<file path="src/graph_settings.svh">
`ifndef GRAPH_SETTINGS_SVH
`define GRAPH_SETTINGS_SVH

////////////////////////////////////////
// Pipeline sizing
////////////////////////////////////////

// Compute units behind the arbiter
`define NUM_VERTEX_CU 4
// Jobs buffered between host and arbiter
`define JOB_FIFO_DEPTH 8

////////////////////////////////////////
// Field and bus widths
////////////////////////////////////////

`define VERTEX_ID_BITS 16
`define DEGREE_BITS 8
`define RANK_BITS 16
`define WB_ADR_BITS 16
`define WB_DAT_BITS 32

`endif

</file>
<file path="src/graph_pkg.sv">
`include "graph_settings.svh"

package graph_pkg;

	////////////////////////////////////////
	// Scalar types
	////////////////////////////////////////

	typedef logic [`VERTEX_ID_BITS-1:0] vertex_id_t;
	typedef logic [`DEGREE_BITS-1:0] degree_t;
	// Rank and contribution share a format
	typedef logic [`RANK_BITS-1:0] rank_t;
	typedef logic [`WB_ADR_BITS-1:0] wb_adr_t;
	typedef logic [`WB_DAT_BITS-1:0] wb_dat_t;

	////////////////////////////////////////
	// Pipeline payloads
	////////////////////////////////////////

	typedef struct packed {
		vertex_id_t vertex_id;
		degree_t out_degree;
		rank_t rank;
	} vertex_job_t;

	typedef struct packed {
		vertex_id_t vertex_id;
		rank_t contribution;
	} vertex_result_t;

	// Wishbone classic, master to slave and back
	typedef struct packed {
		logic cyc;
		logic stb;
		logic we;
		wb_adr_t adr;
		wb_dat_t dat;
	} wb_req_t;

	typedef struct packed {
		logic ack;
		wb_dat_t dat;
	} wb_rsp_t;

	typedef enum logic [1:0] {CU_IDLE, CU_DIVIDE, CU_RESULT} cu_state_t;
	typedef enum logic {COL_IDLE, COL_WRITE} collect_state_t;

	// Host register map
	localparam wb_adr_t SETTINGS_ADR = 16'd0;
	localparam wb_adr_t JOB_ADR = 16'd1;

endpackage

</file>
<file path="src/vertex_pagerank_cu.sv">
`include "graph_settings.svh"

module vertex_pagerank_cu
	import graph_pkg::*;
(
	input  logic           clock,
	input  logic           rstn,
	input  logic           start,
	input  vertex_job_t    job_in,
	output logic           busy,
	output logic           result_valid,
	output vertex_result_t result,
	input  logic           result_taken
);

	localparam int REM_BITS = `DEGREE_BITS + 1;
	localparam int STEP_BITS = $clog2(`RANK_BITS);
	localparam int Q_BITS = $bits(rank_t);

	cu_state_t state;
	logic [STEP_BITS-1:0] step;
	vertex_id_t vertex_id;
	degree_t divisor;
	rank_t quotient;
	degree_t remainder;
	logic [REM_BITS-1:0] shifted;
	logic [REM_BITS:0] trial;

	////////////////////////////////////////
	// Control
	////////////////////////////////////////

	always_ff @(posedge clock or negedge rstn) begin
		if (!rstn) begin
			state <= CU_IDLE;
			step <= '0;
		end else begin
			case (state)
				CU_IDLE: begin
					if (start) begin
						state <= CU_DIVIDE;
						step <= '0;
					end
				end
				CU_DIVIDE: begin
					step <= step + 1'b1;
					// One quotient bit per cycle
					if (step == STEP_BITS'(`RANK_BITS - 1)) begin
						state <= CU_RESULT;
					end
				end
				CU_RESULT: begin
					if (result_taken) begin
						state <= CU_IDLE;
					end
				end
				default: state <= CU_IDLE;
			endcase
		end
	end

	////////////////////////////////////////
	// Restoring divider
	////////////////////////////////////////

	// Remainder stays below the divisor, so it fits the degree width
	assign shifted = {remainder, quotient[Q_BITS-1]};
	assign trial = {1'b0, shifted} - {2'b00, divisor};

	always_ff @(posedge clock) begin
		if (state == CU_IDLE && start) begin
			vertex_id <= job_in.vertex_id;
			divisor <= job_in.out_degree;
			quotient <= job_in.rank;
			remainder <= '0;
		end else if (state == CU_DIVIDE) begin
			if (!trial[REM_BITS]) begin
				remainder <= trial[REM_BITS-2:0];
				quotient <= {quotient[Q_BITS-2:0], 1'b1};
			end else begin
				remainder <= shifted[REM_BITS-2:0];
				quotient <= {quotient[Q_BITS-2:0], 1'b0};
			end
		end
	end

	assign busy = (state != CU_IDLE);
	assign result_valid = (state == CU_RESULT);
	// Zero out-degree gives no contribution
	assign result = '{vertex_id: vertex_id, contribution: (divisor == '0) ? '0 : quotient};

endmodule

</file>
<file path="config.mk">
export PLATFORM = sky130hd
export DESIGN_NAME = vertex_pagerank_cu
export DESIGN_NICKNAME = d
export VERILOG_FILES = /design/src/graph_pkg.sv /design/src/vertex_pagerank_cu.sv
export VERILOG_INCLUDE_DIRS = /design/src
export SDC_FILE = /design/constraint.sdc
export NUM_CORES = 1
export LEC_CHECK = 0
export ABC_CLOCK_PERIOD_IN_PS = 6210
export BUFFER_PORTS_ARGS = -buffer_cell sky130_fd_sc_hd__buf_2
export CORE_MARGIN = 2
export CORE_UTILIZATION = 45
export DETAILED_ROUTE_END_ITERATION = 7
export GPL_ROUTABILITY_DRIVEN = 0
export PLACE_DENSITY = 0.71
export SLEW_MARGIN = 5
export SYNTH_ARGS = -nofsm -noshare
export SYNTH_HDL_FRONTEND = slang
export SYNTH_SLANG_ARGS = --single-unit
</file>
<file path="constraint.sdc">
create_clock -name clock -period 6.21 [get_ports clock]
set_input_delay 0.3105 -clock clock [delete_from_list [all_inputs] [get_ports clock]]
set_output_delay 0.3105 -clock clock [all_outputs]
set_load 0.03 [all_outputs]
</file>
==> Flow_metrics.wiki <==
{| class="wikitable"
! Metric !! Value
|-
| Status || complete, no violations
|-
| Share of synthesized area occupied by flip-flops and latches || 59.0%
|-
| Sum of met3 wire segment lengths after detailed routing || 414 um
|-
| Placeable core area || about 0.0055 mm2
|-
| Filler cells || approximately 490
|-
| Max layer used || met4
|-
| Number of diodes || 0
|-
| Startpoint types || flop
|-
| Critical path's largest stage delay || 0.64 ns
|-
| Wirelength, routed || 5140 um
|-
| Number of buffers added on ports || 77
|-
| Initial antenna violation count || 0
|-
| Period utilization || 40.1%
|-
| Count of cells resized by post-cts repair || 0
|-
| CTS max path bufs || 2
|-
| Number of nets in the finished design || 363
|-
| Synth area leader || edfxtp_1
|-
| Syn Std Cell Area || roughly 0.0026 mm2
|-
| Power per unit of standard cell area || 524 mW/mm2
|-
| Leakage power figure || 1.37 nW
|-
| CTS tree || built
|-
| Final non-filler cell total || 382
|-
| Fraction of final layout cells with drive strength greater than 1 || 30.6%
|-
| Buffer and inverter count on the worst path || 2
|-
| Crit Path Max Fanout || 24
|-
| Maximum capacitance violations || 0
|-
| Final Hold Fails || 0
|-
| Achievable Freq || 402 MHz
|-
| Largest net degree at the start of global routing || 25
|-
| Per-cell via count in the routed design || 5.02
|-
| First-pass DRT Iterations || 4
|-
| Top-Level Pins || between 70 and 80
|-
| Routed wire per std cell || 13.4 um
|-
| Height of the die || 79.4 um
|-
| Slowest library cell on the worst path || clkinv_1
|-
| Via count || roughly 1900
|-
| Starting density of the core || 46.5%
|-
| Worst vdd ir || about 0.27 mV
|-
| Min-Delay Path Class || in -> reg
|-
| Clk root buf || clkbuf_8
|-
| Total negative setup slack || 0 ns
|-
| Leftover overflow at the end of global routing || 0
|-
| Fraction of synthesis flops using an asynchronous set or reset pin || 11.1%
|-
| Number of global-route vias before repair || 1978
|-
| Number of nets in the synthesized netlist || 285
|-
| Drc violations || 0
|-
| Number of distinct library cells after synthesis || 44
|-
| Critical setup path kind || reg -> reg
|-
| Die span in x || a little under 80 um
|-
| Total die area || 0.00631 mm2
|-
| H-tree depth || 2
|-
| Final antenna-violating net count || 0
|-
| Wire length on met2 || between 2000 and 2500 um
|-
| Unrepaired setup endpoints after global routing || false
|-
| Number of synthesized register bits || between 50 and 60
|-
| Setup violations, final || 0
|-
| Clock buffers created by TritonCTS || 5
|-
| Most frequent cells after synthesis || 56 x nand2_1, 40 x edfxtp_1, 15 x and2_1, 15 x inv_1, 11 x nor2_1
|-
| CP top delay family || buffers and inverters
|-
| Tmin final || 2.49 ns
|-
| Later-pin clock latency in the skew report || 0.30 ns
|-
| Number of enable flip-flop cells after synthesis || 40
|-
| Mapped Cells || 231
|-
| Required time at the endpoint of the critical path || 6.40 ns
|-
| TritonCTS Sinks || between 50 and 60
|-
| Worst-margin pin slew || about 0.83 ns
|-
| Endpoint class of the critical path || flop
|-
| Register-to-register setup slack || 3.72 ns
|-
| Max transition margin || 44.3%
|-
| Final setup slack of the worst path || 3.72 ns
|-
| Placed wire-length estimate after detailed placement || 3940 um
|-
| Synth-to-Final Area Change || 21.0%
|-
| Post-route total power || 1.62 mW
|-
| Arr. time, crit path || 2.68 ns
|-
| Ranking of synthesized cells by area || edfxtp_1 47%, nand2_1 8.2%, dfxtp_1 6.3%
|-
| Worst clock skew || 0.00887 ns
|-
| Clock transition time at the flip-flop clock pins of the worst setup and hold paths || approximately 0.090 ns
|-
| Tot GR Track Use || 17.6%
|-
| Dominant cell by count in the synthesized netlist || nand2_1
|-
| Starting DRT DRC Count || 104
|-
| Pins over their slew limit || 0
|-
| Main flop type after synthesis || edfxtp_1
|-
| Global-route wire length before repair || 8770 um
|-
| Portion of synthesized cell area occupied by the leading cell type || 46.9%
|-
| Met1 Routed Length || around 2400 um
|-
| Ys Warns || 0
|-
| Worst slack at placement || 3.69 ns
|-
| Cell count after placement || 373
|-
| Synth Area per Inst || 11.1 um2
|-
| Number of placement rows || 27
|-
| Critical path, cell by cell || nor2_1, nand2_1, clkinv_1, buf_4, o311ai_1
|}
## flip-flops by register name, summed over array words and instances, names as in the netlist
register	count
vertex_id	16
remainder	8
quotient	16
state	2
divisor	8
step	4
## final cells by class
| cell class | instances | area [um2] | share of cell area (%) |
|---|---|---|---|
| Clock inverter | 3 | 20.0 | 0.646 |
| Tap cell | 72 | 90.1 | 2.91 |
| Clock buffer | 5 | 68.8 | 2.22 |
| Multi-Input combinational cell | 153 | 945 | 30.5 |
| Timing Repair Buffer | 79 | 403 | 13.0 |
| Inverter | 16 | 60.1 | 1.94 |
| Sequential cell | 54 | 1510 | 48.8 |
## logic make-up (layout without fill, tap and decap cells)
family	count (synthesis)	after routing	share of synthesized area [%]
fa+ha+maj	10	10	5.18
xor+xnor	4	4	1.37
buf+inv	24	103	4.10
flops	54	54	59.0
mux	4	4	1.76
compound gates	35	35	10.6
simple gates	100	100	18.0
## metrics by stage
step	area (um2)	util (%)	hold WS [ns]
after floorplan	2560	-	0.0149
after global placement	3000	54.5	0.141
after detailed placement	3000	54.5	0.145
after CTS	3100	56.3	0.174
after global routing	3100	56.3	0.163
final	3100	56.3	0.184
## power breakdown
group	switching (mW)	internal, mW	total (mW)
Clock	0.109	0.0795	0.189
Combinational	0.512	0.299	0.811
Sequential	0.0721	0.552	0.624
## repair_timing
action,4_1_cts,5_1_grt
hold buffers,1,0
buffers inserted,0,0
setup endpoints to repair,0,0
endpoints found under the hold margin,6,0
## path summary, 6_finish.rpt
check,endpoint,startpoint,cells past startpoint
min,vertex_id[10],job_in[34],1
max,remainder[0],state[0],5
max in group asynchronous,step[1],rstn,2
min in group asynchronous,step[3],rstn,2
max reg2reg,remainder[0],state[0],5
min reg2reg,remainder[4],remainder[4],2
## cells in the final DEF, fill, tap and decap left out, types with 2 or more instances in the layout
master / instances
buf_2: 77
nand2_1: 56
edfxtp_1: 40
inv_1: 15
and2_1: 15
nor2_1: 11
ha_1: 9
dfxtp_1: 8
o21ai_0: 7
dfrtp_1: 6
nand3_1: 5
a21oi_1: 5
clkbuf_8: 5
a32oi_1: 4
nand2b_1: 3
mux2i_1: 3
o21ai_1: 3
clkinv_1: 2
a21oi_4: 2
a21oi_2: 2
nor4_1: 2
o21bai_1: 2
nor2b_1: 2
nor3_1: 2
xor2_1: 2
o31ai_1: 2
xnor2_1: 2
## routing by layer
metal  track usage, %  vias to the layer above
li1                 -                      955
met1             23.7                      890
met2             27.7                       71
met3             5.54                        2
met4             4.66                        0
met5                0                        -
No activity file was read; power rests on OpenSTA's default activity.
