[src/graph_settings.svh]
`ifndef GRAPH_SETTINGS_SVH
`define GRAPH_SETTINGS_SVH

////////////////////////////////////////
// Pipeline sizing
////////////////////////////////////////

// Compute units behind the arbiter
`define NUM_VERTEX_CU 4
// Jobs buffered between host and arbiter
`define JOB_FIFO_DEPTH 8

////////////////////////////////////////
// Field and bus widths
////////////////////////////////////////

`define VERTEX_ID_BITS 16
`define DEGREE_BITS 8
`define RANK_BITS 16
`define WB_ADR_BITS 16
`define WB_DAT_BITS 32

`endif

[src/graph_pkg.sv]
`include "graph_settings.svh"

package graph_pkg;

	////////////////////////////////////////
	// Scalar types
	////////////////////////////////////////

	typedef logic [`VERTEX_ID_BITS-1:0] vertex_id_t;
	typedef logic [`DEGREE_BITS-1:0] degree_t;
	// Rank and contribution share a format
	typedef logic [`RANK_BITS-1:0] rank_t;
	typedef logic [`WB_ADR_BITS-1:0] wb_adr_t;
	typedef logic [`WB_DAT_BITS-1:0] wb_dat_t;

	////////////////////////////////////////
	// Pipeline payloads
	////////////////////////////////////////

	typedef struct packed {
		vertex_id_t vertex_id;
		degree_t out_degree;
		rank_t rank;
	} vertex_job_t;

	typedef struct packed {
		vertex_id_t vertex_id;
		rank_t contribution;
	} vertex_result_t;

	// Wishbone classic, master to slave and back
	typedef struct packed {
		logic cyc;
		logic stb;
		logic we;
		wb_adr_t adr;
		wb_dat_t dat;
	} wb_req_t;

	typedef struct packed {
		logic ack;
		wb_dat_t dat;
	} wb_rsp_t;

	typedef enum logic [1:0] {CU_IDLE, CU_DIVIDE, CU_RESULT} cu_state_t;
	typedef enum logic {COL_IDLE, COL_WRITE} collect_state_t;

	// Host register map
	localparam wb_adr_t SETTINGS_ADR = 16'd0;
	localparam wb_adr_t JOB_ADR = 16'd1;

endpackage

[src/vertex_job_intake.sv]
`include "graph_settings.svh"

module vertex_job_intake
	import graph_pkg::*;
#(
	parameter int DEPTH = `JOB_FIFO_DEPTH
) (
	input  logic        clock,
	input  logic        rstn,
	input  wb_req_t     host_req,
	output wb_rsp_t     host_rsp,
	input  logic        job_pop,
	output logic        job_valid,
	output vertex_job_t job,
	output vertex_id_t  vertex_count,
	output logic        run_start
);

	localparam int PTR_BITS = (DEPTH > 1) ? $clog2(DEPTH) : 1;
	localparam int CNT_BITS = $clog2(DEPTH + 1);
	localparam int PAD_BITS = $bits(vertex_job_t) - $bits(wb_dat_t);

	vertex_job_t mem [DEPTH];
	logic [PTR_BITS-1:0] wr_ptr;
	logic [PTR_BITS-1:0] rd_ptr;
	logic [CNT_BITS-1:0] fill;
	logic fifo_full;
	logic host_ack;
	logic bus_req;
	logic accept;
	logic settings_wr;
	logic push;
	vertex_job_t job_word;

	function automatic logic [PTR_BITS-1:0] next_ptr(input logic [PTR_BITS-1:0] ptr);
		return (ptr == PTR_BITS'(DEPTH - 1)) ? '0 : ptr + 1'b1;
	endfunction

	////////////////////////////////////////
	// Host bus decode
	////////////////////////////////////////

	// New request only while the previous ack is not on the bus
	assign bus_req = host_req.cyc && host_req.stb && !host_ack;
	assign fifo_full = (fill == CNT_BITS'(DEPTH));
	// Job writes stall the host while the FIFO is full
	assign accept = bus_req && !(host_req.we && host_req.adr == JOB_ADR && fifo_full);
	assign settings_wr = accept && host_req.we && host_req.adr == SETTINGS_ADR;
	assign push = accept && host_req.we && host_req.adr == JOB_ADR;
	// Upper vertex id bits lie beyond the data bus and read as zero
	assign job_word = {{PAD_BITS{1'b0}}, host_req.dat};

	always_ff @(posedge clock or negedge rstn) begin
		if (!rstn) begin
			host_ack <= 1'b0;
			run_start <= 1'b0;
			vertex_count <= '0;
		end else begin
			host_ack <= accept;
			run_start <= settings_wr;
			if (settings_wr) begin
				vertex_count <= host_req.dat[$bits(vertex_id_t)-1:0];
			end
		end
	end

	assign host_rsp = '{ack: host_ack, dat: '0};

	////////////////////////////////////////
	// Job FIFO
	////////////////////////////////////////

	always_ff @(posedge clock or negedge rstn) begin
		if (!rstn) begin
			wr_ptr <= '0;
			rd_ptr <= '0;
			fill <= '0;
		end else begin
			if (push) begin
				wr_ptr <= next_ptr(wr_ptr);
			end
			if (job_pop) begin
				rd_ptr <= next_ptr(rd_ptr);
			end
			if (push && !job_pop) begin
				fill <= fill + 1'b1;
			end else if (!push && job_pop) begin
				fill <= fill - 1'b1;
			end
		end
	end

	always_ff @(posedge clock) begin
		if (push) begin
			mem[wr_ptr] <= job_word;
		end
	end

	assign job_valid = (fill != '0);
	assign job = mem[rd_ptr];

endmodule

[config.mk]
export PLATFORM = sky130hd
export DESIGN_NAME = vertex_job_intake
export DESIGN_NICKNAME = d
export VERILOG_FILES = /design/src/graph_pkg.sv /design/src/vertex_job_intake.sv
export VERILOG_INCLUDE_DIRS = /design/src
export SDC_FILE = /design/constraint.sdc
export NUM_CORES = 1
export LEC_CHECK = 0
export ABC_AREA = 1
export BUFFER_PORTS_ARGS = -buffer_cell sky130_fd_sc_hd__buf_2
export CAP_MARGIN = 20
export CORE_MARGIN = 2
export CORE_UTILIZATION = 52
export DETAILED_ROUTE_END_ITERATION = 10
export GPL_ROUTABILITY_DRIVEN = 0
export PLACE_DENSITY = 0.75
export SLEW_MARGIN = 20
export SYNTH_ARGS = -nofsm -noshare
export SYNTH_HDL_FRONTEND = slang
export SYNTH_SLANG_ARGS = --single-unit
[constraint.sdc]
create_clock -name clock -period 3.47 [get_ports clock]
set_clock_uncertainty 0.05 [all_clocks]
set_input_delay 0.694 -clock clock [delete_from_list [all_inputs] [get_ports clock]]
set_output_delay 0.694 -clock clock [all_outputs]
set_load 0.005 [all_outputs]
==> impl_summary.txt <==
----------------------------------------------------
[Critical path]
  Dominant delay contributor by cell family on the critical path ... flip-flops
  Critical path buffers and inverters ... 2
  Launch point of the worst reg-to-reg path ... fill[1]
  Signal arrival time at the worst endpoint ... 2.42 ns
  Launch point of the worst path ... rd_ptr[1]
  Worst Setup End Kind ... primary output
  Cell depth of the worst setup path ... 6
  Slowest Stage Delay on Critical Path ... 0.95 ns
  Element type at the critical path start ... flop
  Maximum fanout along the worst path ... 77
  Cells on worst reg2reg path ... 12
  Critical path class ... reg2out
  CP Data Required Time ... 2.73 ns
  List of cells traversed by the critical path ... buf_12 > o21ai_0 > o32ai_1 > nand2_1 > nand2_1 > buf_2
  Crit path max-delay cell type ... dfrtp_4
  Most frequent CP cell ... nand2_1

[Die]
  Starting density of the core ... 52.5%
  DIE HEIGHT ... 155 um
  Top-level port count ... 145
  Cell row count ... 55
  Die outline area ... 24000 sq um
  Core Region ... 22500 sq um
  Die boundary width ... 155 um

[Run]
  Max capacitance violation total ... 0

[STA]
  Tmin final ... 3.16 ns
  Final number of hold-violating endpoints ... 0
  Setup repair after global routing missed its margin ... false
  Final setup violation count ... 0
  Tightest slew margin relative to the limit ... 45.6%
  Peak clock frequency supported by timing ... 0.316 GHz
  Max-slew violation total from the final report ... 0
  Slew @ Worst Pin ... 0.816 ns
  Share of the clock period used by the worst path ... 91.1%

[Routing]
  Wire length after detailed routing ... 23100 um
  Number of remaining DRC errors ... 0
  Vias per std cell ... 5.35
  Vias ... 7265
  Antenna Nets Post-Route ... 0
  First-pass DRT Iterations ... 5
  Average wire length per cell after detail routing ... 17.0 um
  Detailed router's first-iteration violation count ... 552

[Finish]
  Filler cell count ... 1675
  Highest-count cells in the layout ignoring fill and taps ... 256 x edfxtp_1, 206 x nor2_1, 156 x nand2_1
  Area Growth Syn to Fin ... 13.8%
  Share of final-layout standard cells stronger than drive strength 1 ... 19.9%
  Summed area of non-filler cells in the final layout ... 13500 sq um
  Layout Utilization ... 59.8%
  Number of nets in the final layout ... 1112
  Most common library cell in the layout ignoring fill and taps ... edfxtp_1

[Clock network]
  Skew-Pair Late Insertion Delay ... 0.52 ns
  TritonCTS clock tree ... done
  Maximum level of the CTS H-tree ... 1
  Root cell of the clock tree ... clkbuf_16
  Max clock buf depth ... 3
  Number of gates given a new drive strength after cts ... 0
  Setup Fix Bufs, Post-CTS ... 0
  Cts-stage hold buffer count ... 0
  Clock transition at path regs ... 0.06 ns
  Clock sink count ... 284
  TritonCTS buffer count ... 27

[Power and ir drop]
  PwrDens ... 671 nW/um^2
  Pint ... 6.42 mW
  Sw Pwr ... 2.61 mW
  Net switching fraction of the power ... 28.9%
  Relative contribution of the clock network to total power ... 33.4%
  Maximum ir drop on the vdd rail ... 0.348 mV
  Part of the total power dissipated in combinational logic ... 23.0%
  Leak pwr ... 5.17 nW
  Reg power frac ... 43.6%

[Synthesis]
  Average footprint of a synthesized cell ... 12.5 sq um
  Largest area contributor in the synthesized netlist ... edfxtp_1
  Number of different library cells in the post-synthesis netlist ... 32
  Sequential-to-total area share from yosys stat ... 70.9%
  Mapped cell area ... 11800 sq um
  Warnings, synthesis ... 0
  Synth Instances ... 948
  Yosys reg bits ... 284
  Post-synth top area share ... 65.0%
  Ranking of synthesized cells by area ... edfxtp_1 65%, nor2_1 6.5%, dfrtp_1 5.9%

[Global routing]
  Overall global routing resource usage ... 19.1%
  GR met3 Demand/Resource ... 2.58%
  Largest net degree at the start of global routing ... 131
  Met2 Use GR ... 31.4%
  GR Layer Usage met1 ... 26.3%
  Wire length of the first global-routing pass ... 35800 um
  Number of global-route vias before repair ... 6886
  Initial antenna violation count ... 2
  Busiest layer in global routing ... met2
  Overflow after GRT ... 0

[Placed design]
  DP Area ... 12500 sq um
  Port-buffer cells ... 104
  Detailed Place HPWL ... 12900 um

[Status]
  Run status ... completed

[Min path]
  Worst hold-check path type ... in2async

----------------------------------------------------
## cells by family after synthesis
family | Yosys count | share of synthesized area (%)
and+or+nand+nor | 402 | 14.2
DFF | 284 | 70.9
AOI/OAI and AO/OA | 136 | 7.79
buffers and inverters | 113 | 5.80
adders and majority gates | 8 | 0.910
xor gates and xnor gates | 3 | 0.222
other | 1 | 0.0317
muxes | 1 | 0.0952
## per-stage QoR
stage                     setup WS (ns)  std cells  setup TNS, ns  power [mW]  hold WS [ns]
after global routing              0.131       1357              0        9.44         0.179
after detailed placement          0.741       1306              0        6.09         0.410
after global placement            0.823       1306              0        6.03         0.410
after CTS                         0.284       1355              0        9.10         0.141
final                             0.310       1357              0        9.02         0.133
after floorplan                  -0.646        987        -165.47        5.38         0.348
## worst paths after layout
check / endpoint / slack, ns
max: job[18] / 0.31
min reg2reg: vertex_count[4] / 0.43
min in group clock: mem[0][17] / 0.39
min: vertex_count[9] / 0.13
max reg2reg: fill[3] / 1.18
max in group asynchronous: rd_ptr[1] / 2.74
## sequential cells by signal, summed over array words and instances, names as in the netlist
name	cells
vertex_count	16
mem	256
wr_ptr	3
rd_ptr	3
run_start	1
host_ack	1
fill	4
## cells in the mapped netlist
cell type / count
edfxtp_1: 256
nor2_1: 206
nand2_1: 156
o21ai_0: 69
o32ai_1: 64
buf_4: 44
dfrtp_1: 28
clkbuf_1: 19
buf_2: 16
inv_1: 16
nand2_2: 12
nand2_4: 9
buf_6: 8
nor3_1: 8
ha_1: 7
buf_1: 5
inv_2: 4
nand3_1: 3
a21oi_1: 2
nand3_2: 2
nor2_2: 2
xnor2_1: 2
buf_12: 1
conb_1: 1
fa_1: 1
mux2_2: 1
nand4_1: 1
nand4_4: 1
nor2_4: 1
nor2_8: 1
o21ai_1: 1
xor2_1: 1
## power groups by stage
stage,sequential (mW),clock [mW],combinational [mW]
final,3.94,3.02,2.07
after floorplan,3.87,0,1.51
after global placement,4.00,0,2.04
after detailed placement,4.00,0,2.09
after CTS,3.93,3.07,2.10
after global routing,3.95,3.19,2.31
## per-layer routing
metal / routed length, um / share of wire (%) / vias up
met5: 0 / 0 / -
met4: 660 / 2.9 / 0
met3: 1350 / 5.8 / 56
met2: 11000 / 47 / 275
met1: 10200 / 44 / 3454
li1: - / - / 3480
## final cells by class
| cell class | count | area, sq um | share of cell area [%] |
|---|---|---|---|
| Clock inverter | 8 | 118 | 0.874 |
| Inverter | 20 | 77.6 | 0.577 |
| Timing Repair Buffer | 127 | 743 | 5.53 |
| Antenna cell | 2 | 5.00 | 0.0372 |
| Sequential cell | 284 | 8400 | 62.4 |
| Clock buffer | 41 | 818 | 6.08 |
| Tap cell | 285 | 357 | 2.65 |
| Multi-Input combinational cell | 590 | 2940 | 21.8 |
Note: power is estimated with default switching activity, not from simulation.
